<file path="config.mk">
export PLATFORM = sky130hd
export DESIGN_NAME = memory_bus_decode
export DESIGN_NICKNAME = d
export VERILOG_FILES = /design/src/rtl/bus_consts.svh /design/src/rtl/bus_pkg.sv /design/src/rtl/memory_bus_decode.sv
export SDC_FILE = /design/constraint.sdc
export NUM_CORES = 1
export LEC_CHECK = 0
export ABC_AREA = 0
export BUFFER_PORTS_ARGS = -buffer_cell sky130_fd_sc_hd__buf_4
export CORE_ASPECT_RATIO = 1.1
export CORE_UTILIZATION = 33
export DETAILED_ROUTE_END_ITERATION = 6
export HOLD_SLACK_MARGIN = 0.06
export MAX_ROUTING_LAYER = met4
export PLACE_DENSITY = 0.79
export SYNTH_ARGS = -nofsm -noshare
export SYNTH_HDL_FRONTEND = slang
export SYNTH_SLANG_ARGS = --single-unit
</file>
<file path="constraint.sdc">
create_clock -name CPU_CKIO -period 0.8 [get_ports CPU_CKIO]
set_input_delay 0.12 -clock CPU_CKIO [delete_from_list [all_inputs] [get_ports CPU_CKIO]]
set_output_delay 0.12 -clock CPU_CKIO [all_outputs]
set_load 0.02 [all_outputs]
</file>
<file path="src/rtl/bus_consts.svh">
`ifndef BUS_CONSTS_SVH
`define BUS_CONSTS_SVH

// target select, cpu_addr[16:15]
`define BRAM_SELECT_CONTROLLER 2'd0
`define BRAM_SELECT_MOD        2'd1
`define BRAM_SELECT_PWE_TABLE  2'd2

// controller registers, word addresses
`define ADDR_MOD_CTL        14'h0020  // bit 0 start, bit 1 read segment
`define ADDR_MOD_CYCLE      14'h0021  // last sample index
`define ADDR_MOD_FREQ_DIV   14'h0022  // clocks per sample, 0 acts as 1
`define ADDR_MOD_WR_SEGMENT 14'h0023  // segment taking mod writes

// two samples per word
`define MOD_SEG_WORDS 128
`define PWE_WORDS     128

`endif

</file>
<file path="src/rtl/bus_pkg.sv">
package bus_pkg;

  typedef logic [16:0] cpu_addr_t;   // byte address
  typedef logic [15:0] bus_data_t;
  typedef logic [1:0]  bram_sel_t;
  typedef logic [13:0] bram_addr_t;  // word address

  // one decoded write
  typedef struct packed {
    bram_sel_t  sel;
    bram_addr_t addr;
    bus_data_t  data;
    logic       valid;
  } bus_wr_t;

endpackage

</file>
<file path="src/rtl/memory_bus_decode.sv">
module memory_bus_decode
  import bus_pkg::*;
(
  input  logic      CPU_CKIO,
  input  logic      rst,
  input  cpu_addr_t cpu_addr,
  input  bus_data_t cpu_data,
  input  logic      cpu_cn,
  input  logic      cpu_we0_n,
  output bus_wr_t   bus_wr
);

  cpu_addr_t addr_q;
  bus_data_t data_q;
  logic      wr_q;
  logic      wr_qq;

  // address and data are set up before the strobe
  always_ff @(posedge CPU_CKIO) begin
    addr_q <= cpu_addr;
    data_q <= cpu_data;
  end

  always_ff @(posedge CPU_CKIO) begin
    if (rst) begin
      wr_q  <= 1'b0;
      wr_qq <= 1'b0;
    end else begin
      wr_q  <= ~cpu_we0_n & ~cpu_cn;
      wr_qq <= wr_q;
    end
  end

  assign bus_wr.sel   = addr_q[16:15];
  assign bus_wr.addr  = addr_q[14:1];
  assign bus_wr.data  = data_q;
  assign bus_wr.valid = wr_q & ~wr_qq;  // leading edge of the strobe only

  // address and data hold while the strobe stays low
  assert property (@(posedge CPU_CKIO) disable iff (rst)
                   !cpu_cn && !cpu_we0_n && $past(!cpu_cn && !cpu_we0_n) |->
                   $stable(cpu_addr) && $stable(cpu_data))
    else $error("cpu bus address or data changed during a write strobe");

endmodule

</file>
# Word-level counts from Yosys, hierarchy flattened
# Index checks and enable logic that the tools add are counted.
[op_classes]
bitwise = 5
[op_table]
columns = ["op", "count"]
rows = [
  ["inverter 1 bit", 3],
  ["AND 1 bit", 2],
]
[word_totals]
reg_bits = 35
in_bits = 37
out_inout_bits = 33
word_cells = 9

# Depth between registers and ports, before layout
[logic_depth]
ltp_word = 2
depth_mapped = 1
depth_no_buf = 1

# Worst setup path after synthesis
# Ideal clock, no wire load.
[synth_path]
path_type = "reg2out"
startpoint = "reg wr_q"
endpoint = "out bus_wr[0] (netlist bit)"
t_arrival_ns = 0.626
required_time_ns = 0.680
path_slack_ns = 0.054
path_stages_with_launch = 2
n_path_buf = 0
path_cell_list = "dfxtp_1 nor2b_1"
[synth_lines]
columns = ["element", "line_no", "text"]
rows = [
  ["start, declared", "memory_bus_decode.sv:15", "logic wr_q;"],
  ["start signal, assigned", "memory_bus_decode.sv:29", "wr_q <= ~cpu_we0_n & ~cpu_cn;"],
  ["end, declared", "memory_bus_decode.sv:10", "output bus_wr_t bus_wr"],
]

==> impl_metrics.yaml <==
cells_and_area:
  utilization_pct: 91.2
  fill_cells: 83
  antenna_cells: 0
  layout-drive-gt1-share_pct: 73.6
  syn_to_final_growth_pct: 159
  nNetsFinal: 185
  fin_cells: 176
floorplan:
  num_rows: 17
  core_um2: 2000
  start_util_pct: 35.2
  die_w_um: 46.0
  die_area_um2: 2320
  fp.dieH_um: 50.4
  io_pins: 70
routing:
  ant_nets: 0
  drt_wl_total_um: 2530
  avgRoutedWirePerCell_um: 14.4
  vias: 723
  drc: 0
  drt_iter0_drc: 8
  viasPerCell: 4.11
  firstDrtPassIters: 2
grt:
  track_usage_pct: 24.6
  grt_antenna_before_repair: 0
  first_global_vias: 781
  grt_max_degree: 10
  gr-total-overflow: 0
  grt_pass1_wl_um: 3550
yosys:
  synth_fp_nets: 74
  yosysMostFrequentCell: "dfxtp_1"
  ys_types: 3
  synth-main-ff-cell: "dfxtp_1"
  syn_avg_cell_area_um2: 19.0
  syn_area_um2: 703
  syn-instance-count: 37
  synthTopCellsByArea: "dfxtp_1 (97%), nor2b_1 (1.8%), nor3_2 (1.4%)"
  synth_edf_count: 0
  ys_top_cells_by_count: "dfxtp_1 (34), nor2b_1 (2), nor3_2 (1)"
  ys_ff_latch: 34
  yosysTopAreaCellShare_pct: 96.8
  synth_async_sr_flop_share_pct: 0
  yosys_warnings: 0
  synth_top_cell_by_area: "dfxtp_1"
  seq_area_frac_synth_pct: 96.8
setup_path:
  crit_arrival_ns: 0.89
  cp_max_fo: 2
  crit_buf_inv: 1
  crit_slowest_cell: "dfxtp_2"
  slowest_delay_ns: 0.34
  critical_path.cell_chain: "nor2b_4 > buf_6"
  cp-end-kind: "output pin"
  critPathRequiredTime_ns: 0.68
  critical_path.top_delay_family: "flip-flops"
  start_kind: "flip-flop"
  worstSetupPathType: "flip-flop to output pin"
min_path:
  holdCritPathClass: "input port to flip-flop"
placement:
  dp.cells: 133
  portBuffers: 68
  gp_congestion: 0.629
job:
  drv_cap: 0
power:
  irDropWorstVdd_v: 0.00128
  power.density_nw_per_um2: 1780
  leakagePower_uw: 0.000841
timing:
  finalWorstSetupSlack_ns: -0.208
  hold_viol: 0
  rsz0062_at_grt: "true"
  post-route-min-period_ns: 1.01
  max_slew_margin_pct: 92.1
  setup_viol: 33
  period_share_pct: 126
  worstMarginPinSlew_ns: 0.119
  fmax_mhz: 992
  slew_violations: 0
  fin_skew_ns: 0.000644
clocking:
  path_clk_slew_ns: 0.10
  clkSinkCount: 34
  cts_buffers: 5
  clk-insertion-delay-late_ns: 0.31
  root_buffer: "clkbuf_4"
  htreeDepth: 2
  cts_tree: "built"
  cts_buffer_depth: 2
run_status:
  violations: "negative setup slack"
  status: "finished, violations left"
cell type report:
type                       count  area, µm²  share of cell area [%]
multi-input combinational      3       30.0                    1.65
timing repair buffer         104        992                    54.4
tap                           28       35.0                    1.92
clock buffer                   7       45.0                    2.47
sequential                    34        722                    39.6
worst paths after layout:
check / endpoint / start / slack (ns) / depth (start not counted)
hold reg to reg: wr_qq$_SDFF_PP0_ / wr_q$_SDFF_PP0_ / 0.61 / 2
setup reg to reg: wr_qq$_SDFF_PP0_ / wr_q$_SDFF_PP0_ / 0.13 / 2
setup / recovery: bus_wr[0] / wr_q$_SDFF_PP0_ / -0.21 / 2
hold / removal: data_q[14]$_DFF_P_ / cpu_data[14] / 0.45 / 2
per-layer routing:
metal  routed length [µm]  share of wire [%]  track usage (%)
met1                  861                 34             22.1
met2                 1440                 57             44.1
met3                  175                6.9             7.55
met4                   56                2.2             12.3
met5                    0                  0                -
per-stage QoR:
stage / instance area [µm²] / setup slack (ns) / setup TNS, ns / hold slack (ns) / total power [µW]
final: 1820 / -0.208 / -2.52 / 0.450 / 3250
after global routing: 1820 / -0.260 / -3.88 / 0.427 / 3400
after CTS: 1800 / -0.225 / -2.88 / 0.438 / 3240
after detailed placement: 1250 / 0.121 / 0 / 0.225 / 2220
after global placement: 1250 / 0.121 / 0 / 0.225 / 2210
after floorplan: 703 / 0.0540 / 0 / 0.148 / 1960
power by group:
group | switching [µW] | total, µW | internal, µW
clock | 484 | 815 | 331
sequential | 45.4 | 1840 | 1800
combinational | 211 | 594 | 383
what timing repair did:
action / 4_1_cts / 5_1_grt
hold buffers: 35 / 0
endpoints found under the setup margin: 33 / 33
hold endpoints to repair: 34 / 0
resized for setup: 64 / 3
setup buffers: 0 / 1
worst register-to-register path: stages (launching register included):
cell and delay [ns]:
dfxtp_2 0.33, buf_4 0.12, nor2b_1 0.12
registers in the layout (all words and copies together), names as in the netlist:
register,cells
data_q,16
addr_q,16
wr_q,1
wr_qq,1
cell usage in the layout (no fill, tap or decap), drive strengths merged:
cell type	n
nor3	1
nor2b	2
buf	69
dlygate4sd3	35
dfxtp	34
clkbuf	7
cells by family after synthesis:
group	Yosys count	share of synthesized area, %
flip-flops	34	96.8
AND/OR/NAND/NOR	3	3.20
No activity file was read; power rests on OpenSTA's default activity.
