$ cat src/rtl/bus_consts.svh
`ifndef BUS_CONSTS_SVH
`define BUS_CONSTS_SVH

// target select, cpu_addr[16:15]
`define BRAM_SELECT_CONTROLLER 2'd0
`define BRAM_SELECT_MOD        2'd1
`define BRAM_SELECT_PWE_TABLE  2'd2

// controller registers, word addresses
`define ADDR_MOD_CTL        14'h0020  // bit 0 start, bit 1 read segment
`define ADDR_MOD_CYCLE      14'h0021  // last sample index
`define ADDR_MOD_FREQ_DIV   14'h0022  // clocks per sample, 0 acts as 1
`define ADDR_MOD_WR_SEGMENT 14'h0023  // segment taking mod writes

// two samples per word
`define MOD_SEG_WORDS 128
`define PWE_WORDS     128

`endif

$ cat src/rtl/bus_pkg.sv
package bus_pkg;

  typedef logic [16:0] cpu_addr_t;   // byte address
  typedef logic [15:0] bus_data_t;
  typedef logic [1:0]  bram_sel_t;
  typedef logic [13:0] bram_addr_t;  // word address

  // one decoded write
  typedef struct packed {
    bram_sel_t  sel;
    bram_addr_t addr;
    bus_data_t  data;
    logic       valid;
  } bus_wr_t;

endpackage

$ cat src/rtl/mod_pkg.sv
package mod_pkg;

  typedef logic [7:0]  sample_t;
  typedef logic [7:0]  pulse_width_t;
  typedef logic [7:0]  sample_idx_t;
  typedef logic [15:0] freq_div_t;

  typedef struct packed {
    logic        start;
    logic        req_rd_segment;  // taken at the next wrap
    logic        wr_segment;
    sample_idx_t cycle;           // last index of the loop
    freq_div_t   freq_div;
  } mod_settings_t;

  typedef struct packed {
    pulse_width_t pulse_width;
    sample_idx_t  idx;
    logic         segment;
  } mod_out_t;

  typedef enum logic [2:0] {
    st_idle,
    st_wait_tick,
    st_fetch,
    st_lookup,
    st_req_high,
    st_wait_ack_low
  } sampler_state_t;

endpackage

$ cat src/rtl/pwe_table.sv
`include "bus_consts.svh"

module pwe_table
  import bus_pkg::*;
  import mod_pkg::*;
(
  input  logic         CPU_CKIO,
  input  bus_wr_t      bus_wr,
  input  sample_t      lookup,
  output pulse_width_t pulse_width
);

  bus_data_t table_mem[`PWE_WORDS];  // two entries per word
  bus_data_t rd_word;
  logic      wr_en;

  assign wr_en = bus_wr.valid && (bus_wr.sel == `BRAM_SELECT_PWE_TABLE) &&
                 (bus_wr.addr < `PWE_WORDS);

  always_ff @(posedge CPU_CKIO) begin
    if (wr_en) begin
      table_mem[bus_wr.addr[6:0]] <= bus_wr.data;
    end
  end

  assign rd_word = table_mem[lookup[7:1]];

  always_ff @(posedge CPU_CKIO) begin
    pulse_width <= lookup[0] ? rd_word[15:8] : rd_word[7:0];
  end

endmodule

$ cat config.mk
export PLATFORM = sky130hd
export DESIGN_NAME = pwe_table
export DESIGN_NICKNAME = d
export VERILOG_FILES = /design/src/rtl/bus_pkg.sv /design/src/rtl/mod_pkg.sv /design/src/rtl/pwe_table.sv
export VERILOG_INCLUDE_DIRS = /design/src /design/src/rtl
export SDC_FILE = /design/constraint.sdc
export NUM_CORES = 2
export LEC_CHECK = 0
export BUFFER_PORTS_ARGS = -buffer_cell sky130_fd_sc_hd__buf_4
export CAP_MARGIN = 10
export CORE_ASPECT_RATIO = 0.9
export CORE_UTILIZATION = 60
export CTS_BUF_LIST = sky130_fd_sc_hd__clkbuf_4
export DETAILED_ROUTE_END_ITERATION = 10
export GPL_TIMING_DRIVEN = 0
export PLACE_DENSITY = 0.74
export RECOVER_POWER = 100
export SLEW_MARGIN = 0
export SYNTH_ARGS = -nofsm -noshare
export SYNTH_HDL_FRONTEND = slang
export SYNTH_SLANG_ARGS = --single-unit
$ cat constraint.sdc
create_clock -name CPU_CKIO -period 2.8 [get_ports CPU_CKIO]
set_input_delay 0.42 -clock CPU_CKIO [delete_from_list [all_inputs] [get_ports CPU_CKIO]]
set_output_delay 0.42 -clock CPU_CKIO [all_outputs]
set_load 0.03 [all_outputs]
# Word-level counts from Yosys, hierarchy flattened
# Memories as Yosys holds them, arrays and structs flattened.
# Index checks and enable logic that the tools add are counted.
word_totals:
  regBits: 8
  mem_bits_rw: 2048
  n_memories: 1
  output_inout_bits: 8
  elab_cells: 9
classes:
  n_mux: 3
  magnitude_cmp: 1
  reduce_logical: 2
  n_eq_ne: 1
memory_table:
  columns: ["name", "words", "width", "rd", "rd_ports_with_merged_regs", "write_ports", "line_no", "text"]
  rows:
  - ["table_mem", 128, 16, 1, 0, 1, "pwe_table.sv:13", "bus_data_t table_mem[`PWE_WORDS];"]
op_table:
  columns: ["op", "n"]
  rows:
  - ["$lt A14 B8 Y1 const B", 1]
  - ["$mux W8", 1]
  - ["$eq A2 B2 Y1 const B", 1]
  - ["$logic_and A1 B1 Y1", 2]
  - ["$mux W1", 2]

# Longest topological paths before layout
depth:
  depth_word: 5
  ltp_mapped: 11
  ltp_nobuf: 6

# Worst setup path before layout
# No wires, ideal clock.
synth_timing:
  kind: "input to register"
  start: "in bus_wr[29] in the netlist's numbering"
  end: "mem table_mem[127][0] in the netlist's numbering (enable)"
  path_buffers: 1
  path_stages: 6
  arrival_ns: 2.139
  setup_slack_ns: 0.272
  cell_sequence: "nor4_1 nand3_1 nor2_1 nand3_1 clkbuf_1 nor2_1"
synth_via:
  elab_chain_len: 4
synth_lines:
  columns: ["element", "line_no", "text"]
  rows:
  - ["start: declaration", "pwe_table.sv:8", "input bus_wr_t bus_wr,"]
  - ["$lt A14 B8 Y1 (no line)", null, null]
  - ["$logic_and A1 B1 Y1", "pwe_table.sv:17", "assign wr_en = bus_wr.valid && (bus_wr.sel == `BRAM_SELECT_PWE_TABLE) &&"]
  - ["$mux W1", "pwe_table.sv:21", "if (wr_en) begin"]
  - ["$mux W1 (not written as such)", "pwe_table.sv:22", "table_mem[bus_wr.addr[6:0]] <= bus_wr.data;"]
  - ["end: declaration", "pwe_table.sv:13", null]
# No other way between the ends.

# Worst setup path after layout
layout_timing:
  start: "in lookup[4]"
  end: "reg pulse_width[7]"
layout_via:
  elab_chain_len: 2
layout_lines:
  columns: ["element", "line_no", "text"]
  rows:
  - ["start: declaration", "pwe_table.sv:9", "input sample_t lookup,"]
  - ["$mem_v2 Z128 W16", null, null]
  - ["$mux W8", "pwe_table.sv:29", "pulse_width <= lookup[0] ? rd_word[15:8] : rd_word[7:0];"]
  - ["end signal: assignment", "pwe_table.sv:29", null]
  - ["end: declaration", "pwe_table.sv:10", "output pulse_width_t pulse_width"]
# No other way between the ends.

==> flow_metrics.py <==
metrics = {
    "cells_and_area": {
        "layout.nets": 4320,
        "synthToLayoutAreaGrowth_pct": 12.7,
        "fillers": 8078,
        "stdcell_area_sq_um": 88900,
        "final_cell_mix": "edfxtp_1 (2048), clkbuf_4 (717), mux4_2 (409), a22oi_1 (167), nor2_1 (147)",
        "drive_gt1_share_pct": 30.2,
        "final_common_cell": "edfxtp_1",
    },
    "min_path": {
        "hold_path_depth": 5,
        "hold_class": "input pin to flip-flop",
        "whs_endpoint": "table_mem[15][8]",
        "min_from": "bus_wr[17]",
    },
    "route": {
        "drc": 0,
        "wire_per_inst_um": 35.4,
        "drt_pass1_iterations": 9,
        "routed_wl_um": 225000,
        "via_count": 43700,
        "vias_per_cell": 6.86,
        "initialDrtViolationCount": 7434,
        "antenna_left": 0,
    },
    "sta": {
        "finalSetupViolations": 495,
        "fmax_ghz": 0.334,
        "period_share_pct": 107,
        "hold_viol": 0,
        "slew_headroom_pct": -109,
        "final.setup.tns_ps": -33370,
        "layout_min_cycle_time_ps": 2990,
        "grt_setup_unrepaired": "yes",
        "fin_ws_ps": -194,
        "skew_ps": 125,
        "worst_slew_pin_slew_ps": 3140,
        "finalMaxSlewViolations": 1099,
    },
    "setup_path": {
        "path_max_fanout": 11,
        "crit_arrival_ps": 4140,
        "start_kind": "input pin",
        "slowest_stage": "buf_1",
        "cp_data_required_time_ps": 3950,
        "cp_slowest_stage_delay_ps": 720,
        "endpoint_kind": "flip-flop",
        "crit_chain": "buf_4 -> buf_2 -> buf_4 -> nor2_1 -> buf_1 -> clkbuf_2 -> a22oi_1 -> a21oi_1 -> a211oi_2 -> nor4_1",
        "r2r_end": "pulse_width[5]",
        "crit_start": "lookup[4]",
        "cpMostUsedCell": "buf_4",
        "path_buf_inv": 5,
        "critical_path_class": "input pin to flip-flop",
        "r2r_slack_ps": -170,
        "critPathTopFamily": "buffers and inverters",
        "r2r.worst_path.cells": 5,
        "regToRegStartpoint": "table_mem[115][13]",
    },
    "clock_tree": {
        "clock_latency_ps": 1370,
        "clk_pin_slew_ps": 70,
        "cts_max_path_buffers": 4,
        "htreeDepth": 5,
        "cts_tree": "done",
        "cts_setup_buffers": 0,
        "cts_num_sinks": 2056,
        "numCtsBuffers": 490,
        "cts_root_buffer": "clkbuf_4",
    },
    "die": {
        "ios": 50,
        "std_cell_rows": 125,
        "core-area_sq_um": 130000,
        "die_area_sq_um": 133000,
        "initial_core_util_pct": 60.8,
        "die_y_um": 346,
        "die_width_um": 384,
    },
    "power_and_ir_drop": {
        "peakVddDrop_mv": 0.511,
        "cellLeakagePower_nw": 28.7,
        "p_per_area_nw_per_um2": 688,
    },
    "yosys": {
        "synthTopCellsByArea": "edfxtp_1 (78%), mux4_2 (12%), mux2i_1 (1.8%)",
        "yosys_most_used_dff": "edfxtp_1",
        "ys_async_sr_fraction_pct": 0,
        "ys_seq_elements": 2056,
        "synth_top_area_share_pct": 77.9,
        "synth_cell_types": 58,
        "synthesis.area_sq_um": 78900,
        "avgSynthCellArea_sq_um": 22.1,
        "syn_inst": 3578,
        "yosysWarnings": 0,
        "synth_edf_count": 2048,
        "seq_area_frac_synth_pct": 78.1,
        "synth_fp_nets": 3620,
        "yosysTopAreaCell": "edfxtp_1",
    },
    "placed_design": {
        "place_worst_setup_slack_ps": -2040,
        "placed_area_sq_um": 84000,
        "gp_congestion": 0.971,
        "hpwl_um": 148000,
        "port_buffers": 47,
    },
    "global_routing": {
        "overflow": 0,
        "grt_max_degree": 129,
        "grt_pass1_vias": 42700,
        "antenna_found_initial": 11,
        "grt_usage_pct": 34.2,
        "grt_pass1_wl_um": 312000,
    },
    "job": {
        "maxCapViolCount": 23,
    },
    "status": {
        "violations": "capacitance limit, slew limit, setup timing",
        "status": "finished, violations left",
    },
}
layer usage:
layer  global-route usage [%]  vias to the layer above  part of all wire [%]
met5                        0                        -                 0.078
met3                     14.3                      616                    17
met4                     16.6                       12                   5.2
li1                         -                    17000                     -
met2                     47.3                     3947                    43
met1                     47.4                    22100                    35
how the worst max path moves through the flow:
stage	cells past startpoint	to	slack, ps
after floorplan	6	table_mem[127][0]	270
after global placement	9	pulse_width[5]	-2010
after detailed placement	8	pulse_width[4]	-2040
after CTS	9	pulse_width[7]	2
after global routing	5	pulse_width[5]	-140
final	10	pulse_width[7]	-190
worst reg2reg max path: stages (launching register included):
cell      delay (ps)
edfxtp_1         370
mux4_2           480
a22oi_1          410
a21oi_1          360
nor4_1           930
nor4_4           210
Yosys cell counts (15+ instances only):
| library cell | number |
|---|---|
| nand3_1 | 18 |
| a22oi_1 | 167 |
| edfxtp_1 | 2048 |
| a211oi_1 | 31 |
| buf_1 | 15 |
| nor2_1 | 154 |
| clkbuf_1 | 64 |
| mux2i_1 | 143 |
| mux4_1 | 32 |
| buf_6 | 20 |
| nor2b_1 | 19 |
| buf_4 | 28 |
| buf_2 | 47 |
| buf_8 | 18 |
| nor3_1 | 21 |
| mux4_2 | 409 |
| o221ai_1 | 34 |
| nor4_1 | 31 |
| a21oi_1 | 101 |
| o22ai_1 | 27 |
| nand2_1 | 42 |
per-stage QoR:
| step | util (%) | hold WS [ps] | total power, W | std cells |
|---|---|---|---|---|
| after floorplan | - | 519 | 0.0361 | 3578 |
| after global placement | 62.7 | 848 | 0.0377 | 5339 |
| after detailed placement | 64.7 | 849 | 0.0379 | 5470 |
| after CTS | 69.6 | 19.0 | 0.0611 | 6347 |
| after global routing | 68.5 | 11.9 | 0.0628 | 6362 |
| final | 68.5 | 87.1 | 0.0611 | 6365 |
registers in the layout, indices dropped and copies added, names as in the netlist:
name         cells
pulse_width      8
table_mem     2048
logic make-up (layout without fill, tap and decap cells):
| group | count (synthesis) | in the layout | share of synthesized area, % |
|---|---|---|---|
| flip-flops | 2056 | 2056 | 78.1 |
| AND/OR/NAND/NOR | 319 | 319 | 1.91 |
| buffers and inverters | 203 | 1264 | 1.76 |
| other | 0 | 12 | 0 |
| multiplexers | 587 | 587 | 14.6 |
| AO/OA/AOI/OAI | 413 | 413 | 3.63 |
power by group:
part           leakage, nW  internal [W]  switching [W]
clock                 3.62        0.0122         0.0116
combinational         6.66       0.00108        0.00241
sequential            18.5        0.0339     0.00000551
total                 28.7        0.0471         0.0140
what timing repair did:
action                     4_1_cts  5_1_grt
hold buffers                    24        0
gates resized for setup         17       19
hold endpoints to repair      2425        0
setup endpoints to repair        8        8
area by class of cell:
cell class / instances / area, sq um / area share (%)
Buffer: 201 / 1400 / 1.57
Antenna cell: 12 / 30.0 / 0.0338
Tap cell: 1714 / 2140 / 2.41
Clock inverter: 139 / 703 / 0.791
Inverter: 2 / 7.51 / 0.00844
Multi-Input combinational cell: 1319 / 16000 / 18.0
Sequential cell: 2056 / 61700 / 69.3
Clock buffer: 714 / 5360 / 6.03
Timing Repair Buffer: 208 / 1600 / 1.80
(Power assumes the default switching activity.)
