--- config.mk ---
export PLATFORM = sky130hd
export DESIGN_NAME = mod_ctrl_regs
export DESIGN_NICKNAME = d
export VERILOG_FILES = /design/src/rtl/bus_pkg.sv /design/src/rtl/mod_pkg.sv /design/src/rtl/mod_ctrl_regs.sv
export VERILOG_INCLUDE_DIRS = /design/src /design/src/rtl
export SDC_FILE = /design/constraint.sdc
export NUM_CORES = 1
export LEC_CHECK = 0
export BUFFER_PORTS_ARGS = -buffer_cell sky130_fd_sc_hd__buf_4
export CORE_MARGIN = 3
export CORE_UTILIZATION = 39
export DETAILED_ROUTE_END_ITERATION = 12
export GPL_TIMING_DRIVEN = 0
export PLACE_DENSITY = 0.76
export REMOVE_ABC_BUFFERS = 1
export SLEW_MARGIN = 20
export SYNTH_ARGS = -nofsm -noshare
export SYNTH_HDL_FRONTEND = slang
export SYNTH_SLANG_ARGS = --single-unit
--- constraint.sdc ---
create_clock -name CPU_CKIO -period 1.12 [get_ports CPU_CKIO]
set_input_delay 0.056 -clock CPU_CKIO [delete_from_list [all_inputs] [get_ports CPU_CKIO]]
set_output_delay 0.056 -clock CPU_CKIO [all_outputs]
set_load 0.02 [all_outputs]
--- src/rtl/bus_consts.svh ---
`ifndef BUS_CONSTS_SVH
`define BUS_CONSTS_SVH

// target select, cpu_addr[16:15]
`define BRAM_SELECT_CONTROLLER 2'd0
`define BRAM_SELECT_MOD        2'd1
`define BRAM_SELECT_PWE_TABLE  2'd2

// controller registers, word addresses
`define ADDR_MOD_CTL        14'h0020  // bit 0 start, bit 1 read segment
`define ADDR_MOD_CYCLE      14'h0021  // last sample index
`define ADDR_MOD_FREQ_DIV   14'h0022  // clocks per sample, 0 acts as 1
`define ADDR_MOD_WR_SEGMENT 14'h0023  // segment taking mod writes

// two samples per word
`define MOD_SEG_WORDS 128
`define PWE_WORDS     128

`endif

--- src/rtl/bus_pkg.sv ---
package bus_pkg;

  typedef logic [16:0] cpu_addr_t;   // byte address
  typedef logic [15:0] bus_data_t;
  typedef logic [1:0]  bram_sel_t;
  typedef logic [13:0] bram_addr_t;  // word address

  // one decoded write
  typedef struct packed {
    bram_sel_t  sel;
    bram_addr_t addr;
    bus_data_t  data;
    logic       valid;
  } bus_wr_t;

endpackage

--- src/rtl/mod_pkg.sv ---
package mod_pkg;

  typedef logic [7:0]  sample_t;
  typedef logic [7:0]  pulse_width_t;
  typedef logic [7:0]  sample_idx_t;
  typedef logic [15:0] freq_div_t;

  typedef struct packed {
    logic        start;
    logic        req_rd_segment;  // taken at the next wrap
    logic        wr_segment;
    sample_idx_t cycle;           // last index of the loop
    freq_div_t   freq_div;
  } mod_settings_t;

  typedef struct packed {
    pulse_width_t pulse_width;
    sample_idx_t  idx;
    logic         segment;
  } mod_out_t;

  typedef enum logic [2:0] {
    st_idle,
    st_wait_tick,
    st_fetch,
    st_lookup,
    st_req_high,
    st_wait_ack_low
  } sampler_state_t;

endpackage

--- src/rtl/mod_ctrl_regs.sv ---
`include "bus_consts.svh"

module mod_ctrl_regs
  import bus_pkg::*;
  import mod_pkg::*;
(
  input  logic          CPU_CKIO,
  input  logic          rst,
  input  bus_wr_t       bus_wr,
  output mod_settings_t settings
);

  logic sel_ctrl;

  assign sel_ctrl = bus_wr.valid && (bus_wr.sel == `BRAM_SELECT_CONTROLLER);

  always_ff @(posedge CPU_CKIO) begin
    if (rst) begin
      settings <= '0;  // stopped, segment 0
    end else if (sel_ctrl) begin
      case (bus_wr.addr)
        `ADDR_MOD_CTL: begin
          settings.start          <= bus_wr.data[0];
          settings.req_rd_segment <= bus_wr.data[1];
        end
        `ADDR_MOD_CYCLE: begin
          settings.cycle <= bus_wr.data[7:0];
        end
        `ADDR_MOD_FREQ_DIV: begin
          settings.freq_div <= bus_wr.data;
        end
        `ADDR_MOD_WR_SEGMENT: begin
          settings.wr_segment <= bus_wr.data[0];
        end
        default: begin
          // unmapped address, dropped
        end
      endcase
    end
  end

endmodule

; ---- After elaboration in Yosys (flattened, before gate mapping)
; Cells that the tools add are included.
[word_totals]
out_inout_bits = 27
inputBits = 35
regBits = 27
word_cells = 15
[op_classes]
n_reduce_logical = 6
n_eq_ne = 4
[ops]
columns = cell, count
row1 = $eq A14 B6 Y1 const B, 4
row2 = $reduce_and A2 Y1, 4
row3 = $logic_not A2 Y1, 1
row4 = $logic_and A1 B1 Y1, 1

; ---- Logic depth before layout (Yosys ltp)
; Gate-level depths: netlist of the first run.
[depth]
depth_word = 3
ltp_mapped = 6
ltp_nobuf = 4

; ---- Worst setup path after synthesis of the first run
; No wires, ideal clock.
[synth_timing]
path_type = input to register
startpoint = input port bus_wr[32] (netlist name)
endpoint = register settings[20] (netlist name)
path_stages = 5
setup_slack_ns = 0.014
arrival_time_ns = 0.974
setup_time_ns = 0.132
path_buffers = 1
required_time_ns = 0.988
path_cell_list = nor4_4 -> nand4_2 -> clkbuf_2 -> o21ai_0 -> a21oi_1
[synth_between]
elab_chain_cells = 3
[synth_lines]
columns = element, line
row1 = from (decl), mod_ctrl_regs.sv:9  ; input bus_wr_t bus_wr,
row2 = $logic_not A2 Y1 (no line), n/a
row3 = $logic_and A1 B1 Y1, mod_ctrl_regs.sv:15  ; assign sel_ctrl = bus_wr.valid && (bus_wr.sel == `BRAM_SELECT_CONTROLLER);
row4 = $reduce_and A2 Y1 (no line), n/a
row5 = to (decl), mod_ctrl_regs.sv:10  ; output mod_settings_t settings
; No other way between the ends.
; A chain may end at the register's enable or synchronous reset.

; ---- Worst setup path in the final report of the first run
[layout_timing]
startpoint = input port bus_wr[24] (netlist name)
endpoint = register settings[7] (netlist name)
[layout_between]
elab_chain_cells = 2
[layout_lines]
columns = element, line
row1 = $eq A14 B6 Y1, mod_ctrl_regs.sv:21  ; case (bus_wr.addr)
row2 = $reduce_and A2 Y1 (no line), n/a
; No other way between the ends.

==> results of run 1 <==
stage by stage:
| step | setup TNS (ns) | std cells | util |
|---|---|---|---|
| CTS | 0 | 233 | 0.626 |
| global placement | -14.34 | 214 | 0.559 |
| global route | 0 | 239 | 0.651 |
| detailed placement | -15.44 | 214 | 0.559 |
| floorplan | -5.44 | 122 | - |
| finish | 0 | 239 | 0.651 |
layer usage:
layer,GRT usage,share of wire,wire (um)
met1,0.205,0.42,1490
met2,0.337,0.49,1760
met3,0.0426,0.075,268
met4,0.0681,0.013,46
met5,0,0,0
power by group through the flow:
stage	Clock, mW	Combinational, mW	Sequential, mW
detailed placement	0	0.168	0.982
CTS	0.434	0.212	0.961
floorplan	0	0.0340	0.982
global route	0.461	0.249	0.961
global placement	0	0.164	0.982
finish	0.410	0.231	0.960
cells by family (layout without fill, tap and decap cells):
| group | count (synthesis) | count (layout) | synth area share |
|---|---|---|---|
| and+or+nand+nor | 40 | 42 | 0.222 |
| AOI/OAI and AO/OA | 54 | 54 | 0.236 |
| buffers and inverters | 13 | 85 | 0.0838 |
| DFF | 27 | 27 | 0.458 |
final cells by class:
type / count / area [um2]
clock buffers: 4 / 26.3
fillers: 248 / 988
inverters: 1 / 3.75
multi-input cells: 96 / 593
flip-flops and latches: 27 / 541
well taps: 31 / 38.8
repair buffers: 80 / 638
worst max-delay path, stage by stage:
cell and delay, ns:
buf_4 0.12, nor4_4 0.29, buf_4 0.20, and4_4 0.34, nand3_1 0.10, a21oi_1 0.18
repair_timing:
action | in CTS | in global routing
endpoints found under the hold margin | 22 | 0
pin swaps | 0 | 4
buffers inserted | 0 | 4
gates resized for setup | 4 | 3
gates cloned | 0 | 2
hold buffers | 15 | 0
endpoints found under the setup margin | 26 | 23
cell usage in the layout (no fill, tap or decap):
cell           instances
nand4_1                1
nor2_1                 1
nand3_1               26
o21ai_0                8
clkbuf_4               3
inv_1                  1
clkbuf_1               1
nor2b_1                2
nor3_4                 1
nor4_4                 2
and4bb_2               1
dfxtp_1               27
nor2b_2                1
o41ai_1                1
o31ai_1                2
a21oi_1               26
nand4_4                2
nand2_1                1
nand2b_1               2
and4_4                 2
o21ai_1               17
buf_4                 65
dlygate4sd3_1         15
cell usage after synthesis (all sizes together):
| master | n |
|---|---|
| a21oi | 26 |
| and4 | 1 |
| and4bb | 1 |
| buf | 6 |
| clkbuf | 6 |
| dfxtp | 27 |
| inv | 1 |
| nand2 | 1 |
| nand2b | 2 |
| nand3 | 26 |
| nand4 | 2 |
| nor2 | 1 |
| nor2b | 3 |
| nor3 | 1 |
| nor4 | 2 |
| o21ai | 25 |
| o31ai | 2 |
| o41ai | 1 |
final timing paths:
kind / to / depth (start not counted)
setup reg to reg: settings[24]$_SDFFE_PP0P_ / 3
hold / removal: settings[11]$_SDFFE_PP0P_ / 3
hold reg to reg: settings[25]$_SDFFE_PP0P_ / 2
setup / recovery: settings[7]$_SDFFE_PP0P_ / 6
==> results.ini, run 1 <==
[status]
status=finished, final reports clean

[global_routing]
antenna_found_initial=0
grt_usage=0.184
grt_pass1_wl_mm=5.21
grt_pass1_vias=1261
gr-total-overflow=0
grt_max_degree=29

[placed_design]
placedInstanceArea_um2=1580
dpl.hpwl_mm=2.14
pre_cts_ws_ns=-0.634
gp_congestion=0.725
io_buffers=61

[sta]
slew_viol_final=0
period_share=0.927
finalSetupViolCount=0
rsz0062_at_grt=false
holdWs_ns=0.0125
fin_ws_ns=0.0822
finClkSkew_ns=0
worst_pin_slew_ns=0.636
hold_violations=0
min_period_ns=1.04
worst_slew_margin_rel=0.574
max_freq_mhz=964

[clock_network]
cts_root_buffer=clkbuf_4
cts_tree=done
cts_buffer_depth=2
cts_made_buffers=3
cts.sinks=27
worstSkewPairLatency_ns=0.31
clk_pin_slew_ns=0.12
htree_levels=1

[worst_hold_path]
min_path_type=in2reg
hp-start=bus_wr[12]

[route]
via_per_inst=5.41
drt_pass1_iterations=4
vias=1292
ant_nets=0
drcViolationCount=0
totalWireLength_mm=3.56
wire_per_inst_um=14.9
dr.first_iter.drc_count=81

[final_layout]
final_nets=244
syn2layout_area_growth_pct=56.0
largest_reg_flops=27
n_antenna_cell=0
reg.largest.list=settings (27)
largest-register=settings
layout-drive-gt1-share=0.370
final_area_um2=1840

[power_and_ir_drop]
power.density_nw_per_um2=870
p_int_mw=1.23
comb_power_share=0.144
ir_drop_mv=0.742
p_leak_nw=0.748
p_total_mw=1.60
seq_power_share=0.600
pwr-share-clk=0.256
switching_share=0.233
p_sw_uw=374

[die]
dieArea_um2=3720
start_util=0.417
fp-row-count=19
coreArea_um2=2830
dieWidth_um=61.0
io_pins=62
dieHeight_um=61.0

[synth]
synthCells=134
synth_top_area_cell=dfxtp_1
synth_top_area_frac=0.458
ys_top_cells_by_area=dfxtp_1 46%, a21oi_1 11%, nand3_1 11%
synth_cell_types=24
synth-seq-cells=27
synth_area_um2=1180
synth_seq_area_share=0.458
yosysWarningCount=0
syn_area_per_cell_um2=8.81

[worst_setup_path]
critPathLaunchType=input port
cp.required_ns=1.37
critPathKind=in2reg
startpoint=bus_wr[24]
reg2reg_slack_ns=0.40
worstReg2RegStart=settings[24]$_SDFFE_PP0P_
cp-end-kind=flip-flop
crit_arrival_ns=1.28
cp_max_fo=13

[run]
cap_violations=0

(Power assumes the default switching activity.)
==> inputs of run 2 (changes only) <==
CORE_UTILIZATION = 41   (was 39)
CTS_BUF_LIST = sky130_fd_sc_hd__clkbuf_4   (was not set)
PLACE_DENSITY = 0.79   (was 0.76)
==> results.ini, run 2 (same netlist as run 1, synthesis figures left out) <==
[status]
status=finished, final reports clean

[die]
dieArea_um2=3560  ; -4.4%
fp-row-count=18  ; -1
dieWidth_um=59.6  ; -2.2%
io_pins=62  ; unchanged
dieHeight_um=59.6  ; -2.2%
coreArea_um2=2610  ; -7.7%
start_util=0.452  ; +0.0346

[clock_network]
worstSkewPairLatency_ns=0.31  ; about the same
cts.sinks=27  ; unchanged
clk_pin_slew_ns=0.15  ; +0.03 ns
cts_made_buffers=3  ; unchanged
cts_root_buffer=clkbuf_4
cts_buffer_depth=2  ; unchanged
htree_levels=1  ; unchanged
cts_tree=done

[worst_setup_path]
cp_cell_sequence=buf_4 -> nor4_4 -> buf_4 -> and4_4 -> nand3_1 -> a21oi_1
cp_max_fo=13  ; unchanged
cp.required_ns=1.37  ; about the same
reg2reg_slack_ns=0.40  ; about the same
cp-end-kind=flip-flop
critPathLaunchType=input port
critPathKind=in2reg
crit_arrival_ns=1.29  ; about the same
cp_common_cell=buf_4
crit_slowest_cell=and4_4
worst_path_largest_cell_delay_ns=0.34  ; about the same

[global_routing]
grt_max_degree=29  ; unchanged
grt_usage=0.182  ; -0.00198
grt_pass1_wl_mm=5.07  ; -2.6%
grt_pass1_vias=1200  ; -4.8%
antenna_found_initial=0  ; unchanged
gr-total-overflow=0  ; unchanged

[placed_design]
gp_congestion=0.696  ; -4.0%
io_buffers=61  ; unchanged
dpl.hpwl_mm=2.27  ; +6.2%

[power_and_ir_drop]
p_total_mw=1.59  ; -0.44%
power.density_nw_per_um2=876  ; +0.65%
pwr-share-clk=0.256  ; about the same
comb_power_share=0.141  ; -0.003
seq_power_share=0.603  ; +0.003
p_leak_nw=0.742  ; -0.75%
switching_share=0.236  ; +0.00295
ir_drop_mv=0.831  ; +12%
p_int_mw=1.22  ; -0.83%
p_sw_uw=377  ; +0.81%

[route]
wire_per_inst_um=15.0  ; +0.67%
dr.first_iter.drc_count=55  ; -32%
drt_pass1_iterations=4  ; unchanged
ant_nets=0  ; unchanged
vias=1337  ; +3.5%
drcViolationCount=0  ; unchanged
totalWireLength_mm=3.54  ; -0.59%
via_per_inst=5.67  ; +4.8%

[final_layout]
final_nets=242  ; -0.82%
mostFrequentLayoutCells=65 x buf_4, 27 x dfxtp_1, 26 x nand3_1, 26 x a21oi_1, 17 x o21ai_1
ff_latch_area_um2=541  ; unchanged
fillers=204  ; -18%
final_common_cell=buf_4
layout-drive-gt1-share=0.379  ; +0.00845
largest-register=settings
n_antenna_cell=0  ; unchanged
reg.largest.list=settings (27)
multi_input_area_um2=593  ; unchanged
largest_reg_flops=27  ; unchanged
syn2layout_area_growth_pct=54.3

[sta]
setup_tns_ns=0  ; unchanged
finalSetupViolCount=0  ; unchanged
worst_slew_margin_rel=0.581  ; +0.00723
finClkSkew_ns=0  ; unchanged
rsz0062_at_grt=false
period_share=0.928  ; +0.00110
min_period_ns=1.04  ; +0.00123 ns
hold_violations=0  ; unchanged
slew_viol_final=0  ; unchanged
max_freq_mhz=962  ; -0.12%
worst_pin_slew_ns=0.625  ; -0.0108 ns

[run]
cap_violations=0  ; unchanged

[worst_hold_path]
min_path_type=in2reg

run 2: cell types whose count changed in the layout (fill, tap and decap cells not counted):
cell and delta:
dlygate4sd3_1 -2, clkinv_2 +1, clkbuf_1 -1
run 2: power groups by stage:
stage          logic [mW]  registers [mW]  clock network (mW)
2_1_floorplan      0.0340           0.982                   0
4_1_cts             0.210           0.961               0.430
5_1_grt             0.242           0.961               0.458
3_3_place_gp        0.166           0.982                   0
6_report            0.225           0.961               0.409
3_5_place_dp        0.170           0.982                   0
run 2: cell type report:
| cell class | instances | area share |
|---|---|---|
| Timing Repair Buffer | 78 | 0.340 |
| Multi-Input combinational cell | 96 | 0.326 |
| Sequential cell | 27 | 0.297 |
| Tap cell | 30 | 0.0206 |
| Clock buffer | 3 | 0.0124 |
| Clock inverter | 1 | 0.00275 |
| Inverter | 1 | 0.00206 |
run 2: worst max-delay path, delay by kind of cell:
kind	cells	cell delay, ns
buf+inv	2	0.31
compound gates	1	0.17
simple gates	3	0.75
run 2: stage by stage:
step / area [um2] / util / worst slack [ns] / std cells / hold WS (ns)
after floorplan: 1080 / - / -0.213 / 122 / 0.125
after global placement: 1580 / 0.605 / -0.565 / 213 / 0.326
after detailed placement: 1580 / 0.605 / -0.678 / 213 / 0.332
after CTS: 1750 / 0.670 / 0.00929 / 230 / 0.00323
after global routing: 1820 / 0.697 / 0.0229 / 236 / 0.00261
final: 1820 / 0.697 / 0.0809 / 236 / 0.0100
run 2: final timing paths:
| kind | start | end | cells past startpoint |
|---|---|---|---|
| worst max-delay path | bus_wr[24] | settings[9]$_SDFFE_PP0P_ | 6 |
| worst min-delay path | bus_wr[1] | settings[16]$_SDFFE_PP0P_ | 3 |
| worst max register to register | settings[24]$_SDFFE_PP0P_ | settings[24]$_SDFFE_PP0P_ | 3 |
| worst min register to register | settings[20]$_SDFFE_PP0P_ | settings[20]$_SDFFE_PP0P_ | 2 |
run 2: routing by layer:
metal,routed length [um],global-route usage,up-vias,share of wire
li1,-,-,646,-
met1,1390,0.214,613,0.39
met2,1810,0.323,72,0.51
met3,312,0.0392,6,0.088
met4,36,0.0601,0,0.010
met5,0,0,-,0
run 2: repair_timing:
item,CTS,global route
hold buffers,13,0
setup buffers,0,4
pin swaps,0,4
gates cloned,0,2
endpoints found under the hold margin,19,0
endpoints found under the setup margin,26,18
resized for setup,4,3
