File: src/rtl/bus_consts.svh
`ifndef BUS_CONSTS_SVH
`define BUS_CONSTS_SVH

// target select, cpu_addr[16:15]
`define BRAM_SELECT_CONTROLLER 2'd0
`define BRAM_SELECT_MOD        2'd1
`define BRAM_SELECT_PWE_TABLE  2'd2

// controller registers, word addresses
`define ADDR_MOD_CTL        14'h0020  // bit 0 start, bit 1 read segment
`define ADDR_MOD_CYCLE      14'h0021  // last sample index
`define ADDR_MOD_FREQ_DIV   14'h0022  // clocks per sample, 0 acts as 1
`define ADDR_MOD_WR_SEGMENT 14'h0023  // segment taking mod writes

// two samples per word
`define MOD_SEG_WORDS 128
`define PWE_WORDS     128

`endif

File: src/rtl/mod_pkg.sv
package mod_pkg;

  typedef logic [7:0]  sample_t;
  typedef logic [7:0]  pulse_width_t;
  typedef logic [7:0]  sample_idx_t;
  typedef logic [15:0] freq_div_t;

  typedef struct packed {
    logic        start;
    logic        req_rd_segment;  // taken at the next wrap
    logic        wr_segment;
    sample_idx_t cycle;           // last index of the loop
    freq_div_t   freq_div;
  } mod_settings_t;

  typedef struct packed {
    pulse_width_t pulse_width;
    sample_idx_t  idx;
    logic         segment;
  } mod_out_t;

  typedef enum logic [2:0] {
    st_idle,
    st_wait_tick,
    st_fetch,
    st_lookup,
    st_req_high,
    st_wait_ack_low
  } sampler_state_t;

endpackage

File: src/rtl/mod_sampler.sv
module mod_sampler
  import mod_pkg::*;
(
  input  logic          CPU_CKIO,
  input  logic          rst,
  input  mod_settings_t settings,
  output sample_idx_t   rd_idx,
  output logic          rd_segment,
  input  sample_t       sample,
  output sample_t       lookup,
  input  pulse_width_t  pulse_width,
  output logic          req,
  input  logic          ack,
  output mod_out_t      mod_out
);

  sampler_state_t state;
  freq_div_t      tmr;        // clocks since the last fetch
  freq_div_t      period_m1;
  logic           expired;
  sample_idx_t    idx;
  logic           seg;
  sample_t        sample_q;

  assign period_m1 = (settings.freq_div == '0) ? '0 : settings.freq_div - 1'b1;
  assign expired   = (tmr >= period_m1);

  always_ff @(posedge CPU_CKIO) begin
    if (rst) begin
      state <= st_idle;
      tmr   <= '0;
      idx   <= '0;
      seg   <= 1'b0;
    end else begin
      if (!expired) tmr <= tmr + 1'b1;  // saturates at expiry
      case (state)
        st_idle: begin
          if (settings.start) begin
            idx   <= '0;
            seg   <= settings.req_rd_segment;
            tmr   <= '0;
            state <= st_fetch;
          end
        end
        st_wait_tick: begin
          if (!settings.start) begin
            state <= st_idle;
          end else if (expired) begin
            tmr   <= '0;
            state <= st_fetch;
          end
        end
        st_fetch:  state <= st_lookup;
        st_lookup: state <= st_req_high;
        st_req_high: begin
          if (ack) begin
            if (idx >= settings.cycle) begin
              idx <= '0;
              seg <= settings.req_rd_segment;  // segment switch only at wrap
            end else begin
              idx <= idx + 1'b1;
            end
            state <= st_wait_ack_low;
          end
        end
        st_wait_ack_low: begin
          if (!ack) begin
            if (!settings.start) begin
              state <= st_idle;
            end else if (expired) begin
              tmr   <= '0;
              state <= st_fetch;
            end else begin
              state <= st_wait_tick;
            end
          end
        end
        default: state <= st_idle;
      endcase
    end
  end

  // hold the table address through the handshake
  always_ff @(posedge CPU_CKIO) begin
    if (state == st_lookup) sample_q <= sample;
  end

  assign lookup     = (state == st_lookup) ? sample : sample_q;
  assign rd_idx     = idx;
  assign rd_segment = seg;
  assign req        = (state == st_req_high);

  assign mod_out.pulse_width = pulse_width;
  assign mod_out.idx         = idx;
  assign mod_out.segment     = seg;

  // consumer drops ack before the next request
  assert property (@(posedge CPU_CKIO) disable iff (rst) $rose(req) |-> !ack)
    else $error("req rose while ack still high");

  // a table write during req would show up here
  assert property (@(posedge CPU_CKIO) disable iff (rst) req && $past(req) |-> $stable(mod_out))
    else $error("mod_out changed while req high");

endmodule

File: config.mk
export PLATFORM = sky130hd
export DESIGN_NAME = mod_sampler
export DESIGN_NICKNAME = d
export VERILOG_FILES = /design/src/rtl/bus_consts.svh /design/src/rtl/mod_pkg.sv /design/src/rtl/mod_sampler.sv
export SDC_FILE = /design/constraint.sdc
export NUM_CORES = 1
export LEC_CHECK = 0
export BUFFER_PORTS_ARGS = -buffer_cell sky130_fd_sc_hd__buf_2
export CAP_MARGIN = 20
export CORE_AREA = 8 8 97 99
export DETAILED_ROUTE_END_ITERATION = 6
export DIE_AREA = 0 0 105 107
export GPL_TIMING_DRIVEN = 1
export PLACE_DENSITY = 0.55
export SLEW_MARGIN = 20
export SYNTH_ARGS = -nofsm -noshare
export SYNTH_HDL_FRONTEND = slang
export SYNTH_SLANG_ARGS = --single-unit
File: constraint.sdc
create_clock -name CPU_CKIO -period 5.63 [get_ports CPU_CKIO]
set_input_delay 1.126 -clock CPU_CKIO [delete_from_list [all_inputs] [get_ports CPU_CKIO]]
set_output_delay 1.126 -clock CPU_CKIO [all_outputs]
set_load 0.02 [all_outputs]
======== Word level (Yosys, flattened, before mapping) ========
Index checks and enable logic that the tools add are counted.
cells by class
  $add $sub $neg .......................... 3
  multiply operators ...................... 0
  div/mod/pow operators ................... 0
  order comparisons ....................... 2
  eq/ne operators ......................... 10
  shift operators ......................... 0
  muxes and demuxes ....................... 24
  bitwise gates (word level) .............. 0
  reductions and logical operators ........ 6
operators with widths
  operator                                                               count
  16-bit two-way mux                                                     6
  16-bit case mux with 3 select lines                                    1
  8-bit two-way mux                                                      4
  3-bit case mux with 6 select lines                                     1
  16-bit by 1-bit adder with 16-bit output (second input constant)       1
  16-bit >= comparator                                                   1
  16-bit zero test                                                       1
  8-bit case mux with 2 select lines                                     1
  16-bit by 1-bit subtractor with 16-bit output (second input constant)  1
  3-bit two-way mux                                                      5
  8-bit by 1-bit adder with 8-bit output (second input constant)         1
  8-bit >= comparator                                                    1
  4-bit AND reduction                                                    2
  3-bit by 2-bit == test with 1-bit output (second input constant)       2
  3-bit == test (second input constant)                                  2
  2-bit two-way mux                                                      2
  2-bit by 1-bit != test with 1-bit output (second input constant)       2
  2-bit != test (second input constant)                                  2
  3-bit by 1-bit == test with 1-bit output (second input constant)       1
  3-bit zero test                                                        1
  1-bit two-way mux                                                      3
  3-bit != test (second input constant)                                  1
  3-bit AND reduction                                                    1
  1-bit case mux with 2 select lines                                     1
  2-bit nonzero test                                                     1
word-level totals
  flip-flop bits (word level) ............. 36
  bits in latches ......................... 0
  bits in writable memories ............... 0
  bits in read-only memories .............. 0
  input bits .............................. 46
  output and inout bits ................... 35
  word-level logic and storage cells ...... 50
  memories kept ........................... 0

======== Longest topological paths before layout ========
Gate-level depths: netlist (run 1).
  word-level depth ........................ 8
  gate-level depth with buffers ........... 17
  depth with buffers taken out ............ 17

======== Worst setup path after synthesis (run 1) ========
OpenSTA, ideal clock, no wires.
  kind .................................... input to register
  start point ............................. input settings[5] (netlist bit)
  end point ............................... register tmr[10]
  setup time .............................. 0.070 ns
  arrival ................................. 4.003 ns
  data required time ...................... 5.560 ns
  slack ................................... 1.557 ns
  stages .................................. 10
  cell sequence ........................... nor4_1 nand4_1 and2_1 ha_1 nand2b_4 a2111o_1 a31oi_4 nand2_4 or4_1 a21oi_1
between the ends
  longest elaborated chain between the ends .. 8
  elaborated cells on any way between the ends .. 10
  classes of those cells .................. 1 x add/sub; 1 x order compare; 7 x mux; 1 x reduce/logical
ends and longest elaborated chain
  what                                                                                      line                                  source
  from (decl)                                                                               mod_sampler.sv:6                      input mod_settings_t settings,
  16-bit by 1-bit subtractor with 16-bit output / 16-bit zero test (equally long branches)  mod_sampler.sv:25                     assign period_m1 = (settings.freq_div == '0) ? '0 : settings.freq_div - 1'b1;
  16-bit two-way mux *                                                                      mod_sampler.sv:25
  16-bit >= comparator *                                                                    mod_sampler.sv:26                     assign expired = (tmr >= period_m1);
  16-bit two-way mux                                                                        mod_sampler.sv:35                     if (!expired) tmr <= tmr + 1'b1;
  16-bit two-way mux                                                                        mod_sampler.sv:48, mod_sampler.sv:70
  16-bit two-way mux                                                                        mod_sampler.sv:46                     if (!settings.start) begin
  16-bit two-way mux                                                                        mod_sampler.sv:67                     if (!ack) begin
  16-bit case mux with 3 select lines *                                                     mod_sampler.sv:36                     case (state)
  to (signal assigned)                                                                      mod_sampler.sv:35
  to (decl)                                                                                 mod_sampler.sv:18                     freq_div_t tmr;
Mark *: on every way between the ends. The rest lies on a longest branch, timed or not.
A chain may end at the register's enable or synchronous reset.

======== Worst setup path in the final report (run 1) ========
  start point ............................. input settings[5] (netlist bit)
  end point ............................... register tmr[0]
Same word-level chain as after synthesis.

==> reports/summary.txt, run 1 <==
H-tree level count -> 2
GR Overflow Total -> 0
CP Capture Type -> flop
Rows -> 33
CTS Sinks -> 36
Yosys cell types -> 46
Clock Path Buffers -> 2
DRT iter0 DRCs -> 76
LEAKAGE -> 1.43 nW
gr usage total -> 0.103
ys flop type -> dfxtp_1
share of the yosys chip area belonging to registers -> 0.269
largest fanout on the critical path -> 9
vias in the first global route -> 2,206
critical setup path kind -> in2reg
Syn Nets -> 400
Setup Viol. Count Final -> 0
via count -> 2,323
layout cells sized above 1 -> 0.238
CTS buffer count -> 5
die width -> 105 um
Post-synth EDFFs -> 0
Fmax -> 230 MHz
clock root cell -> clkbuf_8
Async SR Flop Fraction -> 0
die height -> 107 um
Skew-Pair Late Insertion Delay -> 280 ps
Multi-input gate area -> 1740 um^2
RSZ-0062 raised after global routing -> no
Final Cell Area -> 3110 um^2
final wirelength -> 5.96 mm
utilization after layout -> 0.392
CP cell instances -> buf_2 > nor4_1 > nand3_1 > nor3_1 > xor2_1 > nand2_1 > ha_1 > nand4_1 > nor3_1 > a31oi_4 > nand2_4 > inv_1 > ha_1 > nand2_1 > a21oi_1 > a41oi_1 > nor2_1
Post-Place Setup Slack -> 944 ps
Post-Syn Area per Cell -> 8.24 um^2
post-route ant nets -> 0
crit path max-delay cell type -> nor4_1
yosys warns -> 0
vias per cell -> 4.85
Top Ports -> 81
CTS tree -> yes
Initial Util -> 0.338
Setup TNS -> 0 ps
min-delay worst type -> reg2reg
cts repair resizes -> 0
Placer Congestion -> 0.747
placed instance area -> 2980 um^2
drt first pass iters -> 4
antenna violations before repair -> 0
PnR worst setup slack -> 1280 ps
reg2reg setup slack -> 3010 ps
#FFs+latches synth -> 36
minimum clock period -> 4350 ps
max-slew violations -> 0
Worst Clk Skew -> 6.57 ps
Peak VDD IR -> 0.236 mV
Pwr Density -> 238 nW/um^2
actual slew at the worst max-slew pin -> 879 ps
Synth-to-Final Area Change -> 16.1%
Worst EP arrival -> 4510 ps
n_diodes -> 0
# DRC -> 0
first-pass GRT wire length -> 10.0 mm
Hold Crit Depth -> 1
crit-path max cell delay -> 630 ps
Tcrit/Tclk final -> 0.772
fillers -> 854
R2R depth -> 8
WP data required -> 5800 ps
largest net degree at the start of global routing -> 17
Final Hold Viols -> 0
post-layout power -> 739 uW
final hold slack -> 473 ps
max_slew headroom -> 0.412
setup bufs post-CTS -> 0
routed len/inst -> 12.5 um
Placed Instances -> 471
post-detail-place hpwl -> 4.91 mm
die area -> 11,200 um^2
register area -> 721 um^2
Port Buf Inserts -> 63
Hold Buf Count CTS -> 0
CP Launch Type -> primary input
max-cap violation count -> 0
post-synthesis cell count -> 325
clock slew at reported path FFs -> 80 ps
final net count -> 448
core box area -> 7930 um^2
post-synthesis instance area -> 2680 um^2
status -> finished clean
Non-Filler Instances -> 479
[layout make-up]
class / instances / area share
clock inverter: 1 / 0.00966
sequential: 36 / 0.232
clock buffer: 7 / 0.0310
multi-input combinational: 249 / 0.561
tap: 105 / 0.0423
inverter: 17 / 0.0205
timing repair buffer: 64 / 0.104
[cells by family after synthesis]
kind of cell,share of synthesized area
AND/OR/NAND/NOR,0.250
flip-flops,0.269
XOR/XNOR,0.0818
adder cells (fa/ha/maj),0.136
AO/OA/AOI/OAI,0.138
multiplexers,0.0453
buffers and inverters,0.0799
[synth_stat cells (all sizes together) (3+ instances only)]
cell / count / area, um^2
and2: 3 / 18.8
a211oi: 5 / 37.5
a21oi: 16 / 80.1
nor4: 4 / 25.0
nand2: 36 / 143
buf: 17 / 128
xnor2: 8 / 70.1
nand2b: 8 / 57.6
dfxtp: 36 / 721
xor2: 17 / 149
clkbuf: 6 / 22.5
nand3: 21 / 105
nor3: 7 / 35.0
ha: 29 / 363
inv: 17 / 63.8
nor2: 26 / 97.6
nand3b: 3 / 22.5
o21ai: 10 / 50.1
mux2: 9 / 101
nand4: 8 / 50.1
and3: 6 / 37.5
[registers in the layout, summed over array words and instances (netlist names)]
signal      flops
tmr            16
rd_idx          8
state           3
sample_q        8
rd_segment      1
[final timing paths]
path	startpoint	end
min	sample_q[6]	sample_q[6]
max reg2reg	rd_idx[0]	rd_idx[2]
min reg2reg	sample_q[6]	sample_q[6]
max	settings[5]	tmr[0]
[metal layers]
metal	up-vias	wire length, um	share of wire	global-route usage
met1	1056	2780	0.47	0.124
met2	29	2930	0.49	0.180
met3	7	197	0.033	0.0228
met4	0	57	0.0096	0.0285
li1	1231	-	-	-
met5	-	0	0	0
[worst max-delay path: cells and delay by family]
family / cells / cell delay, ps
adder cells (fa/ha/maj): 2 / 460
AO/OA/AOI/OAI: 3 / 480
AND/OR/NAND/NOR: 9 / 2080
buffers and inverters: 2 / 190
XOR/XNOR: 1 / 170
[cells in the final DEF, fill, tap and decap left out, types with 6 or more instances in the layout]
cell type	instances
buf_2	63
dfxtp_1	36
nand2_1	35
ha_1	29
nor2_1	26
nand3_1	21
xor2_1	17
inv_1	17
a21oi_1	16
o21ai_0	10
mux2_2	9
xnor2_1	8
nand4_1	8
nor3_1	7
nand2b_1	7
clkbuf_8	7
and3_1	6
[report_power, final]
| part | internal (mW) | leakage (nW) | total, mW | switching, mW |
|---|---|---|---|---|
| registers | 0.290 | 0.294 | 0.303 | 0.0127 |
| logic | 0.0800 | 1.08 | 0.189 | 0.109 |
| clock network | 0.156 | 0.0645 | 0.248 | 0.0915 |
| total | 0.527 | 1.43 | 0.739 | 0.213 |
Power figures use the tool's default switching activity.
==> inputs of run 2 (changes only) <==
--- a/config.mk
+++ b/config.mk
@@ -11,7 +11,7 @@
 export DETAILED_ROUTE_END_ITERATION = 6
 export DIE_AREA = 0 0 105 107
 export GPL_TIMING_DRIVEN = 1
-export PLACE_DENSITY = 0.55
+export PLACE_DENSITY = 0.57
 export SLEW_MARGIN = 20
 export SYNTH_ARGS = -nofsm -noshare
 export SYNTH_HDL_FRONTEND = slang
==> constraint.sdc (replaced) <==
create_clock -name CPU_CKIO -period 3.5 [get_ports CPU_CKIO]
set_input_delay 0.7 -clock CPU_CKIO [delete_from_list [all_inputs] [get_ports CPU_CKIO]]
set_output_delay 0.7 -clock CPU_CKIO [all_outputs]
set_load 0.02 [all_outputs]
==> reports/summary.txt, run 2 (synthesized netlist as in run 1, its figures left out) <==
status -> finished clean
Top Ports -> 81
Setup Viol. Count Final -> 0
H-tree level count -> 2
die height -> 107 um
antenna violations before repair -> 0
clock root cell -> clkbuf_8
die area -> 11,200 um^2
# DRC -> 0
largest net degree at the start of global routing -> 16
Fmax -> 310 MHz
post-detail-place hpwl -> 5.08 mm
gr usage total -> 0.109
clock slew at reported path FFs -> 70 ps
layout cells sized above 1 -> 0.322
Skew-Pair Late Insertion Delay -> 280 ps
Worst Clk Skew -> 9.71 ps
die width -> 105 um
vias in the first global route -> 2,394
n_diodes -> 0
CTS buffer count -> 5
vias per cell -> 4.87
min-delay worst type -> reg2reg
Clock Path Buffers -> 2
LEAKAGE -> 1.58 nW
via count -> 2,478
Initial Util -> 0.338
routed len/inst -> 12.2 um
max-slew violations -> 0
Final Hold Viols -> 0
commonest cells after routing, fill and taps aside -> buf_2 (63), dfxtp_1 (36), nand2_1 (35)
minimum clock period -> 3220 ps
Peak VDD IR -> 0.355 mV
CTS Sinks -> 36
final net count -> 479
Tcrit/Tclk final -> 0.921
CP Launch Type -> primary input
GR Overflow Total -> 0
post-layout power -> 1.14 mW
max reg flops -> 16
drt first pass iters -> 4
Worst EP arrival -> 3430 ps
commonest non-fill, non-tap cell in the layout -> buf_2
Rows -> 33
DRT iter0 DRCs -> 129
max_slew headroom -> 0.718
largest fanout on the critical path -> 8
CP Capture Type -> flop
max-cap violation count -> 0
core box area -> 7930 um^2
actual slew at the worst max-slew pin -> 423 ps
Pwr Density -> 338 nW/um^2
final hold slack -> 473 ps
Largest Register -> tmr
Hold Buf Count CTS -> 0
Placer Congestion -> 0.795
Port Buf Inserts -> 63
CTS tree -> yes
post-route ant nets -> 0
WP data required -> 3710 ps
first-pass GRT wire length -> 10.5 mm
final wirelength -> 6.21 mm
critical setup path kind -> in2reg
Synth-to-Final Area Change -> 25.9%
## run 2: cell count changes in the layout (fill, tap and decap cells not counted), sizes merged
cell,delta
buf,+31
bufinv,-1
## run 2: routing by layer
metal | GRT usage | routed length [um] | part of all wire
met1 | 0.130 | 2850 | 0.46
met5 | 0 | 0 | 0
met2 | 0.194 | 3170 | 0.51
met4 | 0.0275 | 46 | 0.0074
met3 | 0.0222 | 139 | 0.022
## run 2: worst max-delay path, stage by stage
cell      delay (ps)
buf_2            110
nor3_2           190
nand2b_1         110
nor2_2           130
nand4_1          140
and2_1           190
ha_1             260
nand2b_4         130
a2111o_1         450
a31oi_4          260
nand2_4          110
or4_1            500
a21oi_1          140
## run 2: what timing repair did
action,in CTS,in global routing
gates resized for setup,0,10
endpoints found under the setup margin,0,4
setup buffers,0,2
## run 2: worst paths after layout
kind,start,end,slack (ps),cells after the start
hold / removal,sample_q[1],sample_q[1],470,1
setup / recovery,settings[11],tmr[12],280,13
hold reg to reg,sample_q[1],sample_q[1],470,1
setup reg to reg,tmr[0],tmr[12],1100,8
## run 2: cell type report
type | instances | area (um^2)
Clock buffer | 7 | 96.3
Fill cell | 832 | 4560
Inverter | 17 | 63.8
Multi-Input combinational cell | 249 | 1790
Sequential cell | 36 | 721
Tap cell | 105 | 131
Timing Repair Buffer | 95 | 568
## run 2: through the flow
stage	utilization	TNS (ps)	instances	instance area (um^2)	setup slack, ps
floorplan	-	0	325	2680	0.183
global placement	0.406	-278	500	3220	-89.1
detailed placement	0.406	-495	500	3220	-133
CTS	0.418	0	507	3310	149
global route	0.425	-1.90	509	3370	-1.90
finish	0.425	0	509	3370	278
## run 2: power by group
part           internal, mW  total (mW)  switching, mW  leakage [nW]
clock                 0.175       0.322          0.146        0.0503
sequential            0.467       0.488         0.0206         0.294
combinational         0.147       0.330          0.182          1.24
==> inputs of run 3 (changes only) <==
--- a/config.mk
+++ b/config.mk
@@ -7,12 +7,13 @@
 export LEC_CHECK = 0
 export BUFFER_PORTS_ARGS = -buffer_cell sky130_fd_sc_hd__buf_2
 export CAP_MARGIN = 20
-export CORE_AREA = 8 8 97 99
+export CORE_AREA = 8 8 85 87
 export DETAILED_ROUTE_END_ITERATION = 6
-export DIE_AREA = 0 0 105 107
+export DIE_AREA = 0 0 93 95
 export GPL_TIMING_DRIVEN = 1
-export PLACE_DENSITY = 0.57
+export PLACE_DENSITY = 0.73
 export SLEW_MARGIN = 20
 export SYNTH_ARGS = -nofsm -noshare
 export SYNTH_HDL_FRONTEND = slang
 export SYNTH_SLANG_ARGS = --single-unit
+export TNS_END_PERCENT = 30
==> reports/summary.txt, run 3 (synthesized netlist as in run 1, its figures left out) <==
status -> finished clean
Fmax -> 307 MHz
Placed Instances -> 469
Rows -> 28
largest net degree at the start of global routing -> 16
Non-Filler Instances -> 477
Placer Congestion -> 0.764
Pwr Density -> 336 nW/um^2
# DRC -> 0
final net count -> 476
GR Overflow Total -> 0
drt first pass iters -> 4
Tcrit/Tclk final -> 0.931
CTS buffer count -> 5
Worst Hold Launch -> sample_q[1]
min-delay worst type -> reg2reg
H-tree level count -> 2
n_diodes -> 0
Post-Place Setup Slack -> -137 ps
CTS Sinks -> 36
placed instance area -> 3170 um^2
Worst EP arrival -> 3470 ps
CP Capture Type -> flop
CP Launch Type -> primary input
vias per cell -> 5.26
max-slew violations -> 0
Synth-to-Final Area Change -> 23.9%
register area -> 721 um^2
Port Buf Inserts -> 63
post-detail-place hpwl -> 4.90 mm
vias in the first global route -> 2,283
Hold Path End -> sample_q[1]
Worst Clk Skew -> 4.74 ps
Initial Util -> 0.460
Final Cell Area -> 3320 um^2
Setup Viol. Count Final -> 0
WP data required -> 3710 ps
die width -> 93 um
reg2reg start -> tmr[0]
minimum clock period -> 3260 ps
Largest Register -> tmr
DRT iter0 DRCs -> 66
critical setup path kind -> in2reg
PnR worst setup slack -> 241 ps
via count -> 2,510
die area -> 8840 um^2
max-cap violation count -> 0
largest fanout on the critical path -> 6
post-layout power -> 1.11 mW
clock slew at reported path FFs -> 70 ps
Peak VDD IR -> 0.385 mV
reg2reg setup slack -> 1090 ps
R2R Path End -> tmr[10]
Clock Path Buffers -> 2
die height -> 95 um
Multi-input gate area -> 1800 um^2
LEAKAGE -> 1.57 nW
CTS tree -> yes
Top Ports -> 81
Final Hold Viols -> 0
Hold Buf Count CTS -> 0
routed len/inst -> 12.7 um
fillers -> 570
final wirelength -> 6.05 mm
Skew-Pair Late Insertion Delay -> 280 ps
R2R depth -> 8
gr usage total -> 0.132
max_slew headroom -> 0.723
setup bufs post-CTS -> 0
core box area -> 5820 um^2
max reg flops -> 16
layout cells sized above 1 -> 0.311
first-pass GRT wire length -> 9.74 mm
utilization after layout -> 0.571
Hold Crit Depth -> 1
antenna violations before repair -> 0
post-route ant nets -> 0
actual slew at the worst max-slew pin -> 416 ps
commonest cells after routing, fill and taps aside -> buf_2 (63), dfxtp_1 (36), nand2_1 (35)
clock root cell -> clkbuf_8
commonest non-fill, non-tap cell in the layout -> buf_2
run 3: worst max path at each step:
stage                       from  endpoint  slack, ps  cells past startpoint
floorplan            settings[5]    tmr[0]        0.2                     16
global placement    settings[11]   tmr[10]        -70                     13
detailed placement  settings[11]   tmr[10]       -140                     13
CTS                 settings[11]   tmr[10]        130                     13
global route         settings[9]    tmr[0]        -50                     18
finish               settings[9]   tmr[10]        240                     14
run 3: per-layer routing:
| layer | wire [um] | GRT usage | vias up |
|---|---|---|---|
| met5 | 0 | 0 | - |
| met1 | 2530 | 0.149 | 1189 |
| met2 | 3260 | 0.241 | 32 |
| met3 | 202 | 0.0270 | 4 |
| li1 | - | - | 1285 |
| met4 | 57 | 0.0443 | 0 |
run 3: power breakdown:
| group | internal, mW | switching (mW) |
|---|---|---|
| logic | 0.146 | 0.183 |
| clock network | 0.160 | 0.135 |
| registers | 0.467 | 0.0225 |
| total | 0.774 | 0.341 |
run 3: final cells by class:
class | instances | area share
multi-input combinational | 249 | 0.544
sequential | 36 | 0.217
timing repair buffer | 92 | 0.164
tap | 75 | 0.0283
clock buffer | 8 | 0.0271
inverter | 17 | 0.0192
run 3: what timing repair did:
item / in CTS / in global routing
endpoints found under the setup margin: 0 / 4
resized for setup: 0 / 10
endpoints found under the hold margin: 0 / 0
run 3: critical path, cell delays in order:
cell and delay, ps:
buf_2 120, nor4_4 270, buf_4 160, nand3_1 140, nor2_1 160, xor2_1 160
nand2_1 80, ha_1 300, o21ai_0 240, o21bai_2 140, a31oi_4 230, nand2_4 100
or4_1 520, a21oi_1 150
run 3: stage by stage:
step | setup TNS [ps] | hold WS (ps)
2_1_floorplan | 0 | 458
3_3_place_gp | -174 | 451
3_5_place_dp | -628 | 458
5_1_grt | -49.0 | 485
6_report | 0 | 473
4_1_cts | 0 | 475
